<file path="src/design/aes_defs.svh">
`ifndef AES_DEFS_SVH
`define AES_DEFS_SVH

// block, state and round key are all one width
`define AES_BLOCK_W      128

// aes-256 runs 14 rounds over 15 round keys
`define AES_NUM_ROUNDS   14
`define AES_NUM_RKEYS    15
`define AES_RKEY_ADDR_W  4

// host mode codes on din_mode
`define AES_MODE_ENC     2'd0
`define AES_MODE_DEC     2'd1
`define AES_MODE_KEY     2'd2
`define AES_MODE_END     2'd3

`endif

</file>
<file path="src/design/aes_pkg.sv">
`default_nettype none
`include "aes_defs.svh"

package aes_pkg;

    // byte 0 of the fips-197 string sits in the top bits
    typedef logic [`AES_BLOCK_W-1:0] block_t;
    typedef logic [`AES_RKEY_ADDR_W-1:0] rkey_addr_t;

    typedef enum logic [1:0] {
        mode_enc = `AES_MODE_ENC,
        mode_dec = `AES_MODE_DEC,
        mode_key = `AES_MODE_KEY,
        mode_end = `AES_MODE_END
    } mode_e;

    // forward s-box, entry 0 leftmost
    localparam logic [0:255][7:0] sbox = {
        128'h637c777bf26b6fc53001672bfed7ab76,
        128'hca82c97dfa5947f0add4a2af9ca472c0,
        128'hb7fd9326363ff7cc34a5e5f171d83115,
        128'h04c723c31896059a071280e2eb27b275,
        128'h09832c1a1b6e5aa0523bd6b329e32f84,
        128'h53d100ed20fcb15b6acbbe394a4c58cf,
        128'hd0efaafb434d338545f9027f503c9fa8,
        128'h51a3408f929d38f5bcb6da2110fff3d2,
        128'hcd0c13ec5f974417c4a77e3d645d1973,
        128'h60814fdc222a908846eeb814de5e0bdb,
        128'he0323a0a4906245cc2d3ac629195e479,
        128'he7c8376d8dd54ea96c56f4ea657aae08,
        128'hba78252e1ca6b4c6e8dd741f4bbd8b8a,
        128'h703eb5664803f60e613557b986c11d9e,
        128'he1f8981169d98e949b1e87e9ce5528df,
        128'h8ca1890dbfe6426841992d0fb054bb16
    };

    // key schedule word substitution, no rotation here
    function automatic logic [31:0] sub_word(input logic [31:0] w);
        return {sbox[w[31:24]], sbox[w[23:16]], sbox[w[15:8]], sbox[w[7:0]]};
    endfunction

    function automatic block_t sub_bytes(input block_t s);
        block_t r;
        for (int i = 0; i < 16; i++)
            r[i*8 +: 8] = sbox[s[i*8 +: 8]];
        return r;
    endfunction

    // row r rotates left by r columns
    function automatic block_t shift_rows(input block_t s);
        block_t r;
        for (int c = 0; c < 4; c++)
            for (int row = 0; row < 4; row++)
                r[127 - 8*(4*c + row) -: 8] = s[127 - 8*(4*((c + row) % 4) + row) -: 8];
        return r;
    endfunction

    function automatic block_t mix_columns(input block_t s);
        block_t r;
        logic [7:0] a [4];
        logic [7:0] x [4];
        for (int c = 0; c < 4; c++)
        begin
            // x holds 2*a in gf(2^8)
            for (int i = 0; i < 4; i++)
            begin
                a[i] = s[127 - 8*(4*c + i) -: 8];
                x[i] = {a[i][6:0], 1'b0} ^ (a[i][7] ? 8'h1b : 8'h00);
            end
            // 2*a0 ^ 3*a1 ^ a2 ^ a3, rotated per output row
            for (int i = 0; i < 4; i++)
                r[127 - 8*(4*c + i) -: 8] = x[i] ^ x[(i+1)%4] ^ a[(i+1)%4]
                                            ^ a[(i+2)%4] ^ a[(i+3)%4];
        end
        return r;
    endfunction

endpackage

`default_nettype wire

</file>
<file path="src/design/key_store_if.sv">
`timescale 1ns/10ps
`default_nettype none
`include "aes_defs.svh"

interface key_store_if;
    // write side, filled by the key schedule
    logic                        wr_en;
    logic [`AES_RKEY_ADDR_W-1:0] wr_addr;
    logic [`AES_BLOCK_W-1:0]     wr_key;
    // read side, rd_key lags rd_addr by one clock
    logic [`AES_RKEY_ADDR_W-1:0] rd_addr;
    logic [`AES_BLOCK_W-1:0]     rd_key;

    modport writer (output wr_en, output wr_addr, output wr_key);
    modport reader (output rd_addr, input rd_key);
    modport store (input wr_en, input wr_addr, input wr_key, input rd_addr, output rd_key);
endinterface

`default_nettype wire

</file>
<file path="src/design/aes_round_key_store.sv">
`timescale 1ns/10ps
`default_nettype none
`include "aes_defs.svh"

module aes_round_key_store (
    input  logic       clk,
    input  logic       resetn,
    key_store_if.store ks
);
    aes_pkg::block_t mem [`AES_NUM_RKEYS];

    // one write port, driven by the schedule
    always_ff @(posedge clk)
    begin
        if (ks.wr_en)
            mem[ks.wr_addr] <= ks.wr_key;
    end

    // registered read, key arrives the cycle after its address
    always_ff @(posedge clk or negedge resetn)
    begin
        if (!resetn)
            ks.rd_key <= '0;
        else
            ks.rd_key <= mem[ks.rd_addr];
    end

    wr_addr_range: assert property (@(posedge clk) disable iff (!resetn)
        ks.wr_en |-> (ks.wr_addr < `AES_NUM_RKEYS))
        else $error("round-key write beyond the last entry");

endmodule

`default_nettype wire

</file>
<file path="src/flat_wrapper.sv">
// flat-port wrapper written by rule: the top's interface ports become plain ports
module aes_round_key_store_flat 
  (clk, resetn, ks_wr_en, ks_wr_addr, ks_wr_key, ks_rd_addr, ks_rd_key);
  key_store_if ks_i ();
  input  logic clk;
  input  logic resetn;
  input wire logic [$bits(ks_i.wr_en)-1:0] ks_wr_en;
  input wire logic [$bits(ks_i.wr_addr)-1:0] ks_wr_addr;
  input wire logic [$bits(ks_i.wr_key)-1:0] ks_wr_key;
  input wire logic [$bits(ks_i.rd_addr)-1:0] ks_rd_addr;
  output wire logic [$bits(ks_i.rd_key)-1:0] ks_rd_key;
  assign ks_i.wr_en = ks_wr_en;
  assign ks_i.wr_addr = ks_wr_addr;
  assign ks_i.wr_key = ks_wr_key;
  assign ks_i.rd_addr = ks_rd_addr;
  assign ks_rd_key = ks_i.rd_key;
  aes_round_key_store u_core (.clk(clk), .resetn(resetn), .ks(ks_i));
endmodule
</file>
<file path="config.mk">
export PLATFORM = sky130hd
export DESIGN_NAME = aes_round_key_store_flat
export DESIGN_NICKNAME = d
export VERILOG_FILES = /design/src/design/aes_pkg.sv /design/src/design/key_store_if.sv /design/src/design/aes_round_key_store.sv /design/src/flat_wrapper.sv
export VERILOG_INCLUDE_DIRS = /design/src /design/src/design
export SDC_FILE = /design/constraint.sdc
export NUM_CORES = 2
export LEC_CHECK = 0
export ABC_CLOCK_PERIOD_IN_PS = 1750
export BUFFER_PORTS_ARGS = -buffer_cell sky130_fd_sc_hd__buf_2
export CORE_AREA = 10 10 575 577
export DETAILED_ROUTE_END_ITERATION = 10
export DIE_AREA = 0 0 585 587
export GPL_TIMING_DRIVEN = 0
export SETUP_SLACK_MARGIN = 0.02
export SLEW_MARGIN = 20
export SYNTH_ARGS = -nofsm -noshare
export SYNTH_HDL_FRONTEND = slang
export SYNTH_SLANG_ARGS = --single-unit
</file>
<file path="constraint.sdc">
create_clock -name clk -period 1.75 [get_ports clk]
set_input_delay 0.35 -clock clk [delete_from_list [all_inputs] [get_ports clk]]
set_output_delay 0.35 -clock clk [all_outputs]
set_load 0.1 [all_outputs]
</file>
---- Yosys cells after proc, flatten, opt, wreduce, memory -nomap -nowiden ----
Memories as Yosys holds them, arrays and structs flattened. A register that Yosys moved wholly into a read port is not among the register bits.
Index checks and enable logic that the tools add are counted.
operators by class
  multiplexer cells ....................... 2
  reductions and logical operators ........ 1
operator list
  operator           count
  1-bit 2-to-1 mux   2
  1-bit logical NOT  1
storage, ports and cells
  bits in registers ....................... 0
  memory bits (writable) .................. 1920
  input port bits ......................... 139
  output and inout port bits .............. 128
  memories ................................ 1
memory list
  name        words  bits a word  read ports  clocked after Yosys merged registers in  write ports  line                       source
  u_core.mem  15     128          1           1                                        1            aes_round_key_store.sv:10  aes_pkg::block_t mem [`AES_NUM_RKEYS];

---- Logic depth before layout (Yosys ltp) ----
  depth in word-level cells ............... 2
  mapped depth ............................ 9
  mapped depth without buffers ............ 4

---- Least setup slack after synthesis ----
No wires, ideal clock.
  path type ............................... input to register
  from .................................... input ks_wr_addr[2]
  to ...................................... memory u_core.mem[0][0] (netlist bit), enable pin
  library setup time ...................... 0.774 ns
  data arrival time ....................... 9.503 ns
  slack ................................... -8.527 ns
  stages on the path ...................... 2
  buffers on the path ..................... 0
  path through ............................ or3b_2 > nor3_1
RTL lines
  element             line                       source
  start: declaration  flat_wrapper.sv:8          input wire logic [$bits(ks_i.wr_addr)-1:0] ks_wr_addr;
  end: declaration    aes_round_key_store.sv:10
Straight into the memory's write port.

---- Final worst setup path ----
  from .................................... register u_core.ks.rd_key[18] (read register of u_core.mem)
  to ...................................... output ks_rd_key[18]
RTL lines
  element             line                source
  start: declaration  key_store_if.sv:16  modport store (input wr_en, input wr_addr, input wr_key, input rd_addr, output rd_key);
  end: declaration    flat_wrapper.sv:11  output wire logic [$bits(ks_i.rd_key)-1:0] ks_rd_key;
No word-level cell between the ends.

==> key figures <==
STA
  • RSZ-0062 raised after global routing: yes
  • Worst slew margin: 0.2981
  • Post-route minimum period: 1902 ps
  • Worst-Margin Slew: 1053 ps
  • Endpoints failing setup: between 60 and 70
  • Maximum frequency from static timing analysis: 525.7 MHz
  • Minimum hold slack: 102.6 ps
  • Final hold viol count: 0
  • Layout Skew: 41.80 ps
  • Slew Limit Fails: 0
  • Post-route setup slack: -152.2 ps
  • Share of the clock period used by the worst path: 1.087

Global routing
  • First-pass GRT wire length: 301.0 mm
  • GR Overflow Total: 0
  • Global-route total usage across every layer: 0.1216
  • Met3 Usage GRT: 0.02221
  • Routing usage on met2: 0.2096
  • Grt met1 use: 0.1607
  • Global routing's busiest layer: met2
  • Maximum number of pins on one net before global-route repair: 61
  • Number of global-route vias before repair: 37,780
  • Initial antenna violation count: 69

Detailed routing
  • Total Wirelength: 215.2 mm
  • Count of nets left with antenna violations after detail routing: 0
  • Total vias in the final route: 36,720
  • Number of DRC markers after the initial detailed-route iteration: 3,805
  • Count of unresolved DRC violations after routing: 0
  • Number of iterations in the first detailed-routing pass: 5
  • Detail-routed via count per cell: 4.360
  • Final routed wire length divided by cell count: 25.55 um

Clock network
  • Worst skew pair latency: between 800 and 900 ps
  • Number of buffers on the longest clock path: 4
  • TritonCTS clock tree: yes
  • H-tree depth: 4
  • Clk root buf: clkbuf_16
  • Sink count of the clock tree: between 2,000 and 2,500
  • CTS clock-pin slew for the worst setup and hold paths: approximately 60 ps
  • Total CTS buffers: 200

Placed design
  • Estimated wirelength of the detail-placed design: 146.3 mm
  • Number of buffers added on ports: 264
  • Routability Congestion: ~0.7

Logic synthesis
  • Dominant cells by area after synthesis: edfxtp_1 76%, mux4_2 14%, dfrtp_1 4.2%, mux2i_1 2.2%, o21ai_1 0.84%
  • Count of state elements after synthesis: 2,048
  • Post-synth top area share: 0.7564
  • Synth async-reset ratio: 0.06250
  • Distinct cell type count of the synthesized netlist: 29
  • Yosys warnings: 0
  • Most frequent cell after synthesis: edfxtp_1
  • Sequential-to-total area share from yosys stat: 0.7984
  • Mapped Nets: about 3,400
  • Post-synthesis cell type with the largest combined area: edfxtp_1
  • Most common flop cell mapped by yosys: edfxtp_1
  • Cell count after synthesis: 3,270
  • Most common library cells after synthesis: 1,920 x edfxtp_1, 463 x mux4_2, 169 x mux2i_1
  • Number of enable-type register cells in the synthesized netlist: 1,920
  • Netlist Area Pre-Place: 76,220 sq um
  • Mean instance size in the synthesized netlist: approximately 23 sq um

Setup path
  • Endpoint of the worst-slack reg-to-reg timing path: u_core.ks.rd_key[2]
  • Crit-path slowest cell: dfrtp_2
  • Largest delay share family, worst path: flip-flops
  • Arrival time of data at the critical path endpoint: 1550 ps
  • Classification of the worst setup path: flop to primary output
  • Maximum fanout count along the critical path: 1
  • Chain of cells forming the critical path: buf_12
  • Capturing element type of the critical path: primary output
  • Count of buffering cells on the critical path with inverters included: 1
  • CP startpoint kind: flop
  • Maximum single-stage delay on the critical path: 520 ps
  • Cell depth of the worst flop-to-flop path: 4
  • R2R Setup Slk: approximately 120 ps
  • Worst endpoint required time: roughly 1400 ps
  • Launch point of the worst reg-to-reg path: u_core.mem[6][2]

Min path
  • Kind of path behind the tightest hold check: primary input to async pin

Power
  • Post-layout total power: between 100,000 and 150,000 uW
  • Standby leakage power: 0.03108 uW
  • Peak ir drop on the vdd network: 0.0008581 V
  • Pwr dens: 1118 nW/um^2

Die
  • Placement Rows: approximately 210
  • Height of the die: between 500 and 600 um
  • Initial cell density of the core: 0.2385
  • Die Area: between 300,000 and 400,000 sq um
  • Core Area: 319,600 sq um
  • # IOs: 267
  • Die Span X: 585 um

Finish
  • Area of the multi-input gates: 14,560 sq um
  • Area added between synthesis and finish: 25.96%
  • Area taken by flip-flops and latches: 60,920 sq um
  • NumNets Final: about 4,200
  • Ratio of cells with drive above 1 in the final layout: 0.3374
  • Filler cell count in the final layout: between 30,000 and 40,000

Outcome
  • Result of the run: complete, but fails checks
  • Violations in the final reports: negative setup slack

Job
  • Total of max-cap violations: 0
==> metrics by stage <==
stage	std cells	cell area [sq um]	TNS, ps	setup slack, ps	util
4_1_cts	8394	95640	-13680	-241.4	0.2993
3_5_place_dp	7890	86050	-1135460	-1943	0.2693
2_1_floorplan	3270	76370	-3185450	-2585	-
3_3_place_gp	7734	82940	-9956400	-7082	0.2595
5_1_grt	8410	95980	-12500	-198.2	0.3003
6_report	8421	96010	-3717	-152.2	0.3004
==> flip-flops by register name (all words and copies together) (netlist names) <==
register          cells
u_core.mem         1920
u_core.ks.rd_key    128
==> cells by family (layout without fill, tap and decap cells) <==
| group | after synthesis | count (layout) | synth area share |
|---|---|---|---|
| AO/OA/AOI/OAI | 226 | 226 | 0.01724 |
| multiplexers | 640 | 640 | 0.1602 |
| buffers and inverters | 171 | 1104 | 0.01335 |
| other | 0 | 18 | 0 |
| AND/OR/NAND/NOR | 185 | 185 | 0.01083 |
| flip-flops | 2048 | 2048 | 0.7984 |
==> layout by cell type, fill, tap and decap left out, types with 34 or more instances in the layout <==
cell / instances
buf_8: 87
clkbuf_1: 65
clkbuf_16: 201
dfrtp_1: 81
buf_4: 37
o21ai_1: 128
buf_2: 162
nand2_1: 122
mux2i_1: 169
clkinv_2: 34
buf_16: 41
dlygate4sd3_1: 134
buf_12: 152
buf_6: 52
dfrtp_2: 47
mux4_2: 463
clkbuf_2: 34
edfxtp_1: 1920
==> metal layers <==
| layer | vias to the layer above | part of all wire |
|---|---|---|
| met5 | - | 0.00035 |
| met4 | 12 | 0.021 |
| met3 | 326 | 0.065 |
| met2 | 1339 | 0.50 |
| met1 | 19740 | 0.41 |
| li1 | 15310 | - |
==> power by group <==
group | internal, uW | leakage [uW] | switching, uW
clock network | 23800 | 0.00310 | 18400
registers | 54900 | 0.0188 | 643
logic | 3580 | 0.00919 | 6140
total | 82200 | 0.0311 | 25200
==> cell type report <==
cell class | count | area share
Antenna cell | 18 | 0.0004691
Buffer | 170 | 0.01299
Clock buffer | 267 | 0.05726
Clock inverter | 97 | 0.008979
Inverter | 1 | 0.00003910
Multi-Input combinational cell | 1051 | 0.1516
Sequential cell | 2048 | 0.6345
Tap cell | 4200 | 0.05473
Timing Repair Buffer | 569 | 0.07942
==> worst max path at each step <==
stage               depth (start not counted)  slack [ps]                 start                     to
floorplan                                   2       -2590         ks_wr_addr[2]       u_core.mem[0][0]
global route                                1        -200  u_core.ks.rd_key[16]          ks_rd_key[16]
CTS                                         1        -240  u_core.ks.rd_key[16]          ks_rd_key[16]
global placement                            3       -7080         ks_wr_addr[2]      u_core.mem[8][99]
finish                                      1        -150  u_core.ks.rd_key[18]          ks_rd_key[18]
detailed placement                          5       -1940         ks_rd_addr[1]  u_core.ks.rd_key[102]
==> repair_timing <==
action	in CTS	in global routing
gates resized for setup	591	58
hold buffers	134	0
hold endpoints to repair	2057	0
pin swaps	4	4
buffers inserted	6	9
setup endpoints to repair	311	263
gates cloned	0	0
No activity file was read; power rests on OpenSTA's default activity.
