[config.mk]
export PLATFORM = sky130hd
export DESIGN_NAME = aes_device_ctrl
export DESIGN_NICKNAME = d
export VERILOG_FILES = /design/src/design/aes_pkg.sv /design/src/design/aes_device_ctrl.sv
export VERILOG_INCLUDE_DIRS = /design/src /design/src/design
export SDC_FILE = /design/constraint.sdc
export NUM_CORES = 1
export LEC_CHECK = 0
export BUFFER_PORTS_ARGS = -buffer_cell sky130_fd_sc_hd__buf_2
export CAP_MARGIN = 20
export CORE_AREA = 3 3 300 302
export CTS_CLUSTER_DIAMETER = 50
export DETAILED_ROUTE_END_ITERATION = 16
export DIE_AREA = 0 0 303 305
export GPL_TIMING_DRIVEN = 0
export PLACE_DENSITY = 0.38
export SLEW_MARGIN = 20
export SYNTH_ARGS = -nofsm -noshare
export SYNTH_HDL_FRONTEND = slang
export SYNTH_SLANG_ARGS = --single-unit
export TNS_END_PERCENT = 1
[constraint.sdc]
create_clock -name clk -period 30.4 [get_ports clk]
set_input_delay 0 -clock clk [delete_from_list [all_inputs] [get_ports clk]]
set_output_delay 0 -clock clk [all_outputs]
set_load 0.005 [all_outputs]
[src/design/aes_defs.svh]
`ifndef AES_DEFS_SVH
`define AES_DEFS_SVH

// block, state and round key are all one width
`define AES_BLOCK_W      128

// aes-256 runs 14 rounds over 15 round keys
`define AES_NUM_ROUNDS   14
`define AES_NUM_RKEYS    15
`define AES_RKEY_ADDR_W  4

// host mode codes on din_mode
`define AES_MODE_ENC     2'd0
`define AES_MODE_DEC     2'd1
`define AES_MODE_KEY     2'd2
`define AES_MODE_END     2'd3

`endif

[src/design/aes_pkg.sv]
`default_nettype none
`include "aes_defs.svh"

package aes_pkg;

    // byte 0 of the fips-197 string sits in the top bits
    typedef logic [`AES_BLOCK_W-1:0] block_t;
    typedef logic [`AES_RKEY_ADDR_W-1:0] rkey_addr_t;

    typedef enum logic [1:0] {
        mode_enc = `AES_MODE_ENC,
        mode_dec = `AES_MODE_DEC,
        mode_key = `AES_MODE_KEY,
        mode_end = `AES_MODE_END
    } mode_e;

    // forward s-box, entry 0 leftmost
    localparam logic [0:255][7:0] sbox = {
        128'h637c777bf26b6fc53001672bfed7ab76,
        128'hca82c97dfa5947f0add4a2af9ca472c0,
        128'hb7fd9326363ff7cc34a5e5f171d83115,
        128'h04c723c31896059a071280e2eb27b275,
        128'h09832c1a1b6e5aa0523bd6b329e32f84,
        128'h53d100ed20fcb15b6acbbe394a4c58cf,
        128'hd0efaafb434d338545f9027f503c9fa8,
        128'h51a3408f929d38f5bcb6da2110fff3d2,
        128'hcd0c13ec5f974417c4a77e3d645d1973,
        128'h60814fdc222a908846eeb814de5e0bdb,
        128'he0323a0a4906245cc2d3ac629195e479,
        128'he7c8376d8dd54ea96c56f4ea657aae08,
        128'hba78252e1ca6b4c6e8dd741f4bbd8b8a,
        128'h703eb5664803f60e613557b986c11d9e,
        128'he1f8981169d98e949b1e87e9ce5528df,
        128'h8ca1890dbfe6426841992d0fb054bb16
    };

    // key schedule word substitution, no rotation here
    function automatic logic [31:0] sub_word(input logic [31:0] w);
        return {sbox[w[31:24]], sbox[w[23:16]], sbox[w[15:8]], sbox[w[7:0]]};
    endfunction

    function automatic block_t sub_bytes(input block_t s);
        block_t r;
        for (int i = 0; i < 16; i++)
            r[i*8 +: 8] = sbox[s[i*8 +: 8]];
        return r;
    endfunction

    // row r rotates left by r columns
    function automatic block_t shift_rows(input block_t s);
        block_t r;
        for (int c = 0; c < 4; c++)
            for (int row = 0; row < 4; row++)
                r[127 - 8*(4*c + row) -: 8] = s[127 - 8*(4*((c + row) % 4) + row) -: 8];
        return r;
    endfunction

    function automatic block_t mix_columns(input block_t s);
        block_t r;
        logic [7:0] a [4];
        logic [7:0] x [4];
        for (int c = 0; c < 4; c++)
        begin
            // x holds 2*a in gf(2^8)
            for (int i = 0; i < 4; i++)
            begin
                a[i] = s[127 - 8*(4*c + i) -: 8];
                x[i] = {a[i][6:0], 1'b0} ^ (a[i][7] ? 8'h1b : 8'h00);
            end
            // 2*a0 ^ 3*a1 ^ a2 ^ a3, rotated per output row
            for (int i = 0; i < 4; i++)
                r[127 - 8*(4*c + i) -: 8] = x[i] ^ x[(i+1)%4] ^ a[(i+1)%4]
                                            ^ a[(i+2)%4] ^ a[(i+3)%4];
        end
        return r;
    endfunction

endpackage

`default_nettype wire

[src/design/aes_device_ctrl.sv]
`timescale 1ns/10ps
`default_nettype none

module aes_device_ctrl (
    input  logic            clk,
    input  logic            resetn,
    input  aes_pkg::block_t din,
    input  logic [1:0]      din_mode,
    input  logic            din_valid,
    output logic            din_ack,
    output aes_pkg::block_t dout,
    output logic            dout_valid,
    output aes_pkg::block_t key_lo,
    output aes_pkg::block_t key_hi,
    output logic            expand_start,
    input  logic            expand_done,
    output aes_pkg::block_t enc_in,
    output logic            enc_start,
    input  aes_pkg::block_t enc_out,
    input  logic            enc_done
);
    // key_wait is the single cycle in which expand_start is high
    typedef enum logic [2:0] {
        st_idle,
        st_accept,
        st_key_wait,
        st_expand,
        st_encrypt
    } state_e;

    state_e         state;
    aes_pkg::mode_e cmd_mode;
    aes_pkg::mode_e in_mode;
    // halves received so far, 0..2
    logic [1:0]     key_cnt;
    logic           key_valid;
    logic           take;

    assign in_mode = aes_pkg::mode_e'(din_mode);

    // enc is held off until a full key set sits in the store
    assign take = (state == st_idle) && din_valid
                  && ((in_mode != aes_pkg::mode_enc) || key_valid);

    always_ff @(posedge clk or negedge resetn)
    begin
        if (!resetn)
        begin
            state        <= st_idle;
            cmd_mode     <= aes_pkg::mode_enc;
            key_cnt      <= '0;
            key_valid    <= 1'b0;
            din_ack      <= 1'b0;
            expand_start <= 1'b0;
            enc_start    <= 1'b0;
        end
        else
        begin
            // all three are single-cycle pulses
            din_ack      <= 1'b0;
            expand_start <= 1'b0;
            enc_start    <= 1'b0;
            case (state)
                st_idle:
                    if (take)
                    begin
                        din_ack  <= 1'b1;
                        cmd_mode <= in_mode;
                        state    <= st_accept;
                        // a new key half drops the old set
                        if (in_mode == aes_pkg::mode_key)
                        begin
                            key_cnt   <= key_cnt + 1'b1;
                            key_valid <= 1'b0;
                        end
                    end
                st_accept:
                    case (cmd_mode)
                        aes_pkg::mode_key:
                            if (key_cnt == 2'd2)
                            begin
                                key_cnt      <= '0;
                                expand_start <= 1'b1;
                                state        <= st_key_wait;
                            end
                            else
                                state <= st_idle;
                        aes_pkg::mode_enc:
                        begin
                            enc_start <= 1'b1;
                            state     <= st_encrypt;
                        end
                        // dec and end are swallowed here
                        default:
                            state <= st_idle;
                    endcase
                st_key_wait:
                    state <= st_expand;
                st_expand:
                    if (expand_done)
                    begin
                        key_valid <= 1'b1;
                        state     <= st_idle;
                    end
                st_encrypt:
                    if (enc_done)
                        state <= st_idle;
                default:
                    state <= st_idle;
            endcase
        end
    end

    // capture data while the host still holds it
    always_ff @(posedge clk)
    begin
        if (take)
        begin
            if (in_mode == aes_pkg::mode_key && key_cnt == 2'd0)
                key_lo <= din;
            if (in_mode == aes_pkg::mode_key && key_cnt == 2'd1)
                key_hi <= din;
            if (in_mode == aes_pkg::mode_enc)
                enc_in <= din;
        end
    end

    // result register, dout holds until the next block
    always_ff @(posedge clk or negedge resetn)
    begin
        if (!resetn)
        begin
            dout       <= '0;
            dout_valid <= 1'b0;
        end
        else
        begin
            dout_valid <= enc_done;
            if (enc_done)
                dout <= enc_out;
        end
    end

    ack_single_pulse: assert property (@(posedge clk) disable iff (!resetn)
        din_ack |=> !din_ack)
        else $error("din_ack high on two consecutive cycles");

    // the core must never run on a half-written key set
    enc_needs_keys: assert property (@(posedge clk) disable iff (!resetn)
        enc_start |-> key_valid)
        else $error("enc_start without a valid key set");

endmodule

`default_nettype wire

## Word level (Yosys, flattened, before mapping)

Index checks and enable logic that the tools add are counted.

| storage, ports and cells | value |
|---|---|
| output and inout bits | 516 |
| logic and storage cells | 68 |
| bits of input ports | 263 |
| register bits after elaboration | 524 |

| cells by class | value |
|---|---|
| add/sub/neg operators | 1 |
| reduce and logical (&&, ||, !) cells | 19 |
| mux-type cells | 22 |
| equal/unequal tests | 14 |

Operator list:

| kind | number |
|---|---|
| 3-bit one-hot mux with 5 select lines | 1 |
| 1-bit two-way mux | 10 |
| 2-bit two-way mux | 5 |
| 2-bit != test, second input constant | 5 |
| 3-bit two-way mux | 3 |
| 2-bit AND reduction | 4 |
| 2-bit == test, second input constant | 3 |
| 3-bit by 2-bit == test with 1-bit output, second input constant | 2 |
| 2-bit logical NOT | 3 |
| 3-bit one-hot mux with 2 select lines | 1 |
| 2-bit nonzero test | 3 |
| 5-bit AND reduction | 1 |
| 1-bit logical AND | 4 |
| 2-bit one-hot mux with 2 select lines | 1 |
| 4-bit AND reduction | 1 |
| 3-bit by 1-bit == test with 1-bit output, second input constant | 1 |
| 3-bit == test, second input constant | 1 |
| 3-bit logical NOT | 1 |
| 3-bit AND reduction | 1 |
| 2-bit by 1-bit adder with 2-bit output, second input constant | 1 |
| 2-bit by 1-bit == test with 1-bit output, second input constant | 1 |
| 2-bit by 1-bit != test with 1-bit output, second input constant | 1 |
| 1-bit one-hot mux with 2 select lines | 1 |
| 1-bit logical OR | 1 |

## Logic depth before layout (Yosys ltp)

Gate-level depths: netlist (run 1).

| logic depth | value |
|---|---|
| depth after elaboration | 5 |
| depth in mapped cells | 6 |
| gate-level depth less buffers | 6 |

## Least setup slack after synthesis (run 1)

OpenSTA, ideal clock, no wires.

| path | value |
|---|---|
| path type | register to register |
| start | register state[2] |
| end | register enc_in[0] (enable) |
| data required time | 29626 ps |
| path slack | 20021 ps |
| clock period less this slack | 10379 ps |
| path buffers | 0 |
| library setup time | 774 ps |
| data arrival time | 9605 ps |
| cell stages (with the launch flop) | 4 |
| cells stage by stage | dfrtp_1 or3_4 nand2b_4 nor3_1 |

| between the ends | value |
|---|---|
| cells in the longest elaborated chain, start to end | 4 |

Ends and longest elaborated chain:

| what | line | source |
|---|---|---|
| from (decl) | aes_device_ctrl.sv:31 | `state_e state;` |
| from (signal assigned) | aes_device_ctrl.sv:49 | `state <= st_idle;` |
| from (signal assigned) | aes_device_ctrl.sv:69 | `state <= st_accept;` |
| from (signal assigned) | aes_device_ctrl.sv:84 | `state <= st_key_wait;` |
| 3-bit logical NOT | aes_device_ctrl.sv:42 | `assign take = (state == st_idle) && din_valid` |
| 1-bit logical AND | aes_device_ctrl.sv:42 |  |
| 1-bit logical AND | aes_device_ctrl.sv:43 | `&& ((in_mode != aes_pkg::mode_enc) \|\| key_valid);` |
| 2-bit AND reduction (no source line) | -- |  |
| to (signal assigned) | aes_device_ctrl.sv:124 | `enc_in <= din;` |
| to (decl) | aes_device_ctrl.sv:17 | `output aes_pkg::block_t enc_in,` |

Every way passes these cells.
A chain may end at the register's enable or synchronous reset.

## Final worst setup path (run 1)

| path | value |
|---|---|
| start | register key_valid |
| end | register enc_in[97] (enable) |

| between the ends | value |
|---|---|
| cells in the longest elaborated chain, start to end | 3 |

Ends and longest elaborated chain:

| what | line | source |
|---|---|---|
| from (decl) | aes_device_ctrl.sv:36 | `logic key_valid;` |
| from (signal assigned) | aes_device_ctrl.sv:52 | `key_valid <= 1'b0;` |
| from (signal assigned) | aes_device_ctrl.sv:74 | `key_valid <= 1'b0;` |
| from (signal assigned) | aes_device_ctrl.sv:102 | `key_valid <= 1'b1;` |
| 1-bit logical OR | aes_device_ctrl.sv:43 |  |
| 1-bit logical AND | aes_device_ctrl.sv:43 |  |
| 2-bit AND reduction (no source line) | -- |  |

Every way passes these cells.

==> impl_metrics.ini, run 1 <==
[critical_path]
crit_type = register to register
r2r_cells = 12
critPathMaxFanout = 10
reg2reg_setup_slack_ns = 26.70
worst_setup_path_start_kind = register
crit_path_top_delay_cell = dlygate4sd3_1
r2r-end = enc_in[97]
reg2reg_from = key_valid
max_stage_delay_ns = 0.63
crit_top_cell = buf_4
worstPathRequired_ns = 30.73
path_cells = o31a_1 -> dlygate4sd3_1 -> nand2b_4 -> nor3_2 -> buf_4 -> buf_4 -> buf_4 -> buf_4 -> buf_4 -> buf_6 -> buf_4 -> buf_4
crit_path_end_kind = register
cp.arrival_ns = 4.03

[global_routing]
gr-total-overflow = 0
grt_pass1_vias = 12130
grt_pass1_wl_mm = 81.36
antenna_found_initial = 8
track_usage_pct = 12.06
grt_max_degree = 88

[clock_network]
cts.sinks = 524
cts-buffers-inserted = 77
ctsLongestPathBuffers = 3
clk_pin_slew_worst_paths_ns = 0.05
clockRootBuffer = clkbuf_16
cts_tree = built
clk_latency_ns = 0.62
cts_resized = 0
cts_max_level = 3

[run_status]
outcome = complete, no violations

[synthesis]
yosysSeqAreaShare_pct = 89.39
syn_area_per_cell_um2 = 23.96
synth_area_leader_cell = edfxtp_1
ys_ff_latch = 524
synth_area_um2 = 16820
syn_nets = 968
netlist.area_leader.share_pct = 68.56
synth_area_leaders = edfxtp_1 69%, dfrtp_1 21%, mux2_2 8.7%
synthCells = 702
synth_cell_types = 25
ys_warn_count = 0

[worst_hold_path]
min_from = din[86]
min_path_type = input pin to register
hold_depth = 2
hold_end = key_lo[86]

[floorplan]
core_area_um2 = 87970
die_w_um = 303
die-area_um2 = 92420
io_pins = 779
fp.dieH_um = 305
initial_core_util_pct = 19.12
std_cell_rows = 109

[placed_design]
dp_cells = 2671
gp_congestion = 0.7549
port-buffer-count = 778
dp_hpwl_mm = 43.69
placed_area_um2 = 22540

[final_layout]
layout_common_cells = 789 x buf_2, 384 x edfxtp_1, 267 x dlygate4sd3_1
drive_gt1_share_pct = 56.34
final_common_cell = buf_2
fin_cells = 3082
final_area_um2 = 27800
num-nets-final = 2119
areaGrowthSynthToFinish_pct = 65.32

[timing]
worst_slew_pin_slew_ns = 0.6466
fin_skew_ns = 0.01761
setup_tns_ns = 0
clock.fmax_mhz = 270.3
max_slew_margin_pct = 56.66
final_max_slew_viol_count = 0
hold_violations = 0
layout_min_cycle_time_ns = 3.700
rsz0062_at_grt = no
period_share_pct = 12.17
setup-violations-final = 0

[power]
leakagePower_nw = 11.42
p_per_area_nw_per_um2 = 69.05
peakVddDrop_uv = 38.00

[routing]
postRouteAntennaNets = 0
drt-total-wl_mm = 57.72
viasPerCell = 3.609
drt_first_pass_iters = 4
drt_iter0_drc = 410
via_count = 11120
routedWlPerCell_um = 18.73
drc = 0

[flow_run]
max_cap_violations = 0
worst max-delay path by stage:
stage                          from    endpoint  slack (ns)  cells past startpoint
after detailed placement   state[2]  enc_in[13]       26.78                     11
after CTS                 key_valid  enc_in[86]       26.61                     12
final                     key_valid  enc_in[97]       26.70                     12
after global placement     state[2]  enc_in[13]       12.17                      3
after floorplan            state[2]   enc_in[0]       20.02                      3
after global routing      key_valid  enc_in[97]       26.43                     12
cells by family (layout without fill, tap and decap cells):
| kind of cell | after synthesis | count (layout) | share of synthesized area, % |
|---|---|---|---|
| buf+inv | 17 | 1230 | 0.4687 |
| flops | 524 | 524 | 89.39 |
| mux | 132 | 132 | 8.823 |
| simple gates | 19 | 19 | 0.7737 |
| compound gates | 7 | 7 | 0.3199 |
| other cells | 0 | 2 | 0 |
| fa+ha+maj | 3 | 3 | 0.2232 |
cell type report:
type,count,area [µm²]
Inverter,3,11.26
Fill cell,8829,60160
Buffer,14,67.56
Timing Repair Buffer,1072,6950
Tap cell,1165,1458
Clock inverter,50,494.2
Clock buffer,91,2063
Sequential cell,524,15030
Multi-Input combinational cell,161,1720
Antenna cell,2,5.005
timing repair:
item / 4_1_cts / 5_1_grt
endpoints found under the hold margin: 705 / 0
hold buffers: 268 / 0
setup buffers: 0 / 0
worst max-delay path: cells and delay by family (launching register included):
kind / cells / cell delay, ns
AO/OA/AOI/OAI: 1 / 0.14
buffers and inverters: 9 / 2.33
flip-flops: 1 / 0.34
AND/OR/NAND/NOR: 2 / 0.59
state kept, by name (all words and copies together) (netlist names):
register      count
din_ack           1
dout_valid        1
key_valid         1
key_cnt           2
key_lo          128
cmd_mode          2
expand_start      1
key_hi          128
dout            128
enc_in          128
enc_start         1
state             3
synth_stat cells (all sizes together):
| library cell | n |
|---|---|
| a21oi | 2 |
| a22oi | 1 |
| a32o | 1 |
| and3 | 2 |
| buf | 12 |
| clkbuf | 2 |
| dfrtp | 140 |
| edfxtp | 384 |
| ha | 3 |
| inv | 3 |
| mux2 | 130 |
| mux2i | 2 |
| nand2 | 4 |
| nand2b | 2 |
| nor2 | 4 |
| nor2b | 1 |
| nor3 | 3 |
| nor3b | 1 |
| o21bai | 1 |
| o22a | 1 |
| o31a | 1 |
| or3 | 1 |
| or3b | 1 |
power breakdown:
part / switching, mW / internal (mW)
Sequential: 0.0210 / 0.830
Clock: 0.332 / 0.542
Combinational: 0.0946 / 0.100
Total: 0.448 / 1.47
layer usage:
layer / global-route usage [%] / vias to the layer above / share of wire (%) / wire length (µm)
met4: 5.215 / 4 / 3.3 / 1913
met1: 12.92 / 5408 / 36 / 20960
met5: 0 / - / 0.036 / 21
li1: - / 5036 / - / -
met3: 4.716 / 107 / 10 / 5833
met2: 20.94 / 568 / 50 / 28990
metrics by stage:
stage	setup WS, ns	util, %	hold slack (ns)	total power [mW]
final	26.70	31.61	0.1115	1.920
after global routing	26.43	31.60	0.08472	2.012
after CTS	26.61	31.60	0.04309	1.960
after detailed placement	26.78	25.63	-0.04228	1.035
after global placement	12.17	25.20	0.1541	1.039
after floorplan	20.02	-	-0.2956	0.9298
Power figures use the tool's default switching activity.
==> run 2, diff against run 1 <==
--- a/config.mk
+++ b/config.mk
@@ -6,12 +6,13 @@
 export SDC_FILE = /design/constraint.sdc
 export NUM_CORES = 1
 export LEC_CHECK = 0
+export ABC_AREA = 1
 export BUFFER_PORTS_ARGS = -buffer_cell sky130_fd_sc_hd__buf_2
 export CAP_MARGIN = 20
-export CORE_AREA = 3 3 300 302
+export CORE_AREA = 3 3 301 303
 export CTS_CLUSTER_DIAMETER = 50
 export DETAILED_ROUTE_END_ITERATION = 16
-export DIE_AREA = 0 0 303 305
+export DIE_AREA = 0 0 304 306
 export GPL_TIMING_DRIVEN = 0
 export PLACE_DENSITY = 0.38
 export SLEW_MARGIN = 20
==> constraint.sdc (replaced) <==
create_clock -name clk -period 3.5 [get_ports clk]
set_input_delay 0 -clock clk [delete_from_list [all_inputs] [get_ports clk]]
set_output_delay 0 -clock clk [all_outputs]
set_load 0.005 [all_outputs]
==> run 2 against run 1 <==
Net effect: total power increased to 8.4 times the previous value; clock power grew to 8.3 times the previous value; final cell count up 0.62%; register-to-register slack got worse by 26 ns; routed wire length is 0.56% lower; clock skew rose by 0.012 ns; critical path depth decreased by 2; area after synthesis grew 0.65%; critical path type unchanged.
==> impl_metrics.ini, run 2 <==
[timing]
worst_slew_pin_slew_ns = 0.7184
fin_skew_ns = 0.02955
timing.hold.ws_ns = 0.1293
layout_min_cycle_time_ns = 2.786
max_slew_margin_pct = 51.75
hold_violations = 0
final_max_slew_viol_count = 0
fin_ws_ns = 0.7140
period_share_pct = 79.60
setup-violations-final = 0
clock.fmax_mhz = 358.9
rsz0062_at_grt = no

[critical_path]
r2r-end = key_hi[57]
worst_setup_path_start_kind = register
crit_path_end_kind = register
critPathMaxFanout = 21
r2r_cells = 10
worstPathRequired_ns = 3.79
reg2reg_setup_slack_ns = 0.71
cp.arrival_ns = 3.08
crit_type = register to register
reg2reg_from = state[0]

[placed_design]
port-buffer-count = 778
dp_hpwl_mm = 43.77
post-place-ws_ns = 0.5759
gp_congestion = 0.7537

[synthesis]
synth_cell_types = 15
synth_area_leaders = edfxtp_1 68%, dfrtp_1 21%, mux2_2 8.5%
synth_common_cells = 384 x edfxtp_1, 140 x dfrtp_1, 128 x mux2_2
syn_nets = 997
ys_ff_latch = 524
synth_async_sr_flop_share_pct = 26.72
netlist.area_leader.share_pct = 68.12
synth_area_leader_cell = edfxtp_1
synthCells = 731
yosysSeqAreaShare_pct = 88.81
ys_warn_count = 0
yosysMostFrequentCell = edfxtp_1
synth_top_flop_cell = edfxtp_1
syn_area_per_cell_um2 = 23.16
synth_edf_count = 384
synth_area_um2 = 16930

[final_layout]
drive_gt1_share_pct = 55.53
layout_common_cells = 778 x buf_2, 384 x edfxtp_1, 264 x dlygate4sd3_1
num-nets-final = 2145
areaGrowthSynthToFinish_pct = 64.71
final_common_cell = buf_2

[floorplan]
die_w_um = 304
die-area_um2 = 93020
core_area_um2 = 88240
fp.dieH_um = 306
std_cell_rows = 109
initial_core_util_pct = 19.19
io_pins = 779

[global_routing]
grt_max_degree = 76
gr-total-overflow = 0
antenna_found_initial = 5
grt_pass1_vias = 12350
track_usage_pct = 11.95
grt_pass1_wl_mm = 83.19

[worst_hold_path]
min_from = enc_done
hold_end = dout_valid
hold_depth = 2
min_path_type = input pin to register

[routing]
met3WireLength_mm = 5.392
drt-met1-wl_mm = 21.48
postRouteAntennaNets = 0
via_count = 11230
drc = 0
drt_first_pass_iters = 4
viasPerCell = 3.623
drt_iter0_drc = 388
drt-total-wl_mm = 57.39
routed.top_layer = met4
dr_wl_met2_mm = 29.17
routedWlPerCell_um = 18.51

[clock_network]
clk_latency_ns = 0.60
cts_resized = 0
cts_tree = built
cts_max_level = 3
postCtsSetupBuffers = 0
cts.sinks = 524
ctsLongestPathBuffers = 3
clockRootBuffer = clkbuf_16
clk_pin_slew_worst_paths_ns = 0.05
cts-buffers-inserted = 74

[power]
peakVddDrop_uv = 297.6
p_per_area_nw_per_um2 = 579.7
leakagePower_nw = 11.47

[run_status]
outcome = complete, no violations

[flow_run]
max_cap_violations = 0
[run 2: cell count changes after synthesis, sizes merged, moves of 3 or more]
cell,delta
nor3,-3
inv,+12
nand4,+4
nand3,+7
nor2,+7
nand2,+18
[run 2: worst max-delay path: stages, from the launching register on]
cell	delay, ns
dfrtp_1	0.41
inv_1	0.16
nand2_2	0.12
nor2_1	0.21
nand2_1	0.12
nor2_4	0.40
buf_12	0.26
buf_12	0.21
buf_16	0.17
buf_12	0.19
buf_16	0.18
[run 2: layout make-up]
cell class / count / area, µm²
diodes: 2 / 5.005
plain buffers: 14 / 151.4
clock buffers: 89 / 1971
clock inverters: 42 / 429.2
fillers: 8795 / 60360
inverters: 15 / 56.30
multi-input cells: 178 / 1722
flip-flops and latches: 524 / 15030
well taps: 1165 / 1458
repair buffers: 1072 / 7057
[run 2: worst max-delay path by stage]
stage | startpoint | endpoint
finish | state[0] | key_hi[57]
global route | state[0] | key_hi[41]
CTS | state[0] | key_hi[41]
detailed placement | state[0] | key_hi[24]
global placement | state[2] | enc_in[52]
floorplan | state[2] | enc_in[0]
[run 2: per-layer routing]
layer  track usage (%)  up-vias
li1                  -     5096
met1             13.06     5467
met2             21.23      573
met3             4.801       98
met4             3.656        0
met5                 0        -
[run 2: where the power goes]
part	total [mW]	internal (mW)	switching, mW
Clock	7.23	4.37	2.85
Combinational	1.63	0.813	0.817
Sequential	7.31	7.15	0.160
Total	16.2	12.3	3.83
[run 2: logic make-up after synthesis]
group / Yosys count / share of synthesized area [%]
compound gates: 2 / 0.05913
fa+ha+maj: 3 / 0.2218
buf+inv: 29 / 1.227
flops: 524 / 88.81
mux: 128 / 8.514
simple gates: 45 / 1.168
[run 2: per-stage QoR]
step	power [mW]	instance area [µm²]	utilization (%)	setup TNS (ns)	cells
floorplan	7.947	16950	-	-506.12	731
global route	16.94	27880	31.59	0	3099
finish	16.16	27880	31.60	0	3101
global placement	8.808	22310	25.28	-1755.68	2674
detailed placement	8.850	22810	25.85	0	2703
CTS	16.52	27880	31.59	0	3099
[run 2: repair_timing]
item                                   in CTS  in global routing
hold buffers                              265                  0
endpoints found under the hold margin     697                  0
setup endpoints to repair                   0                  0
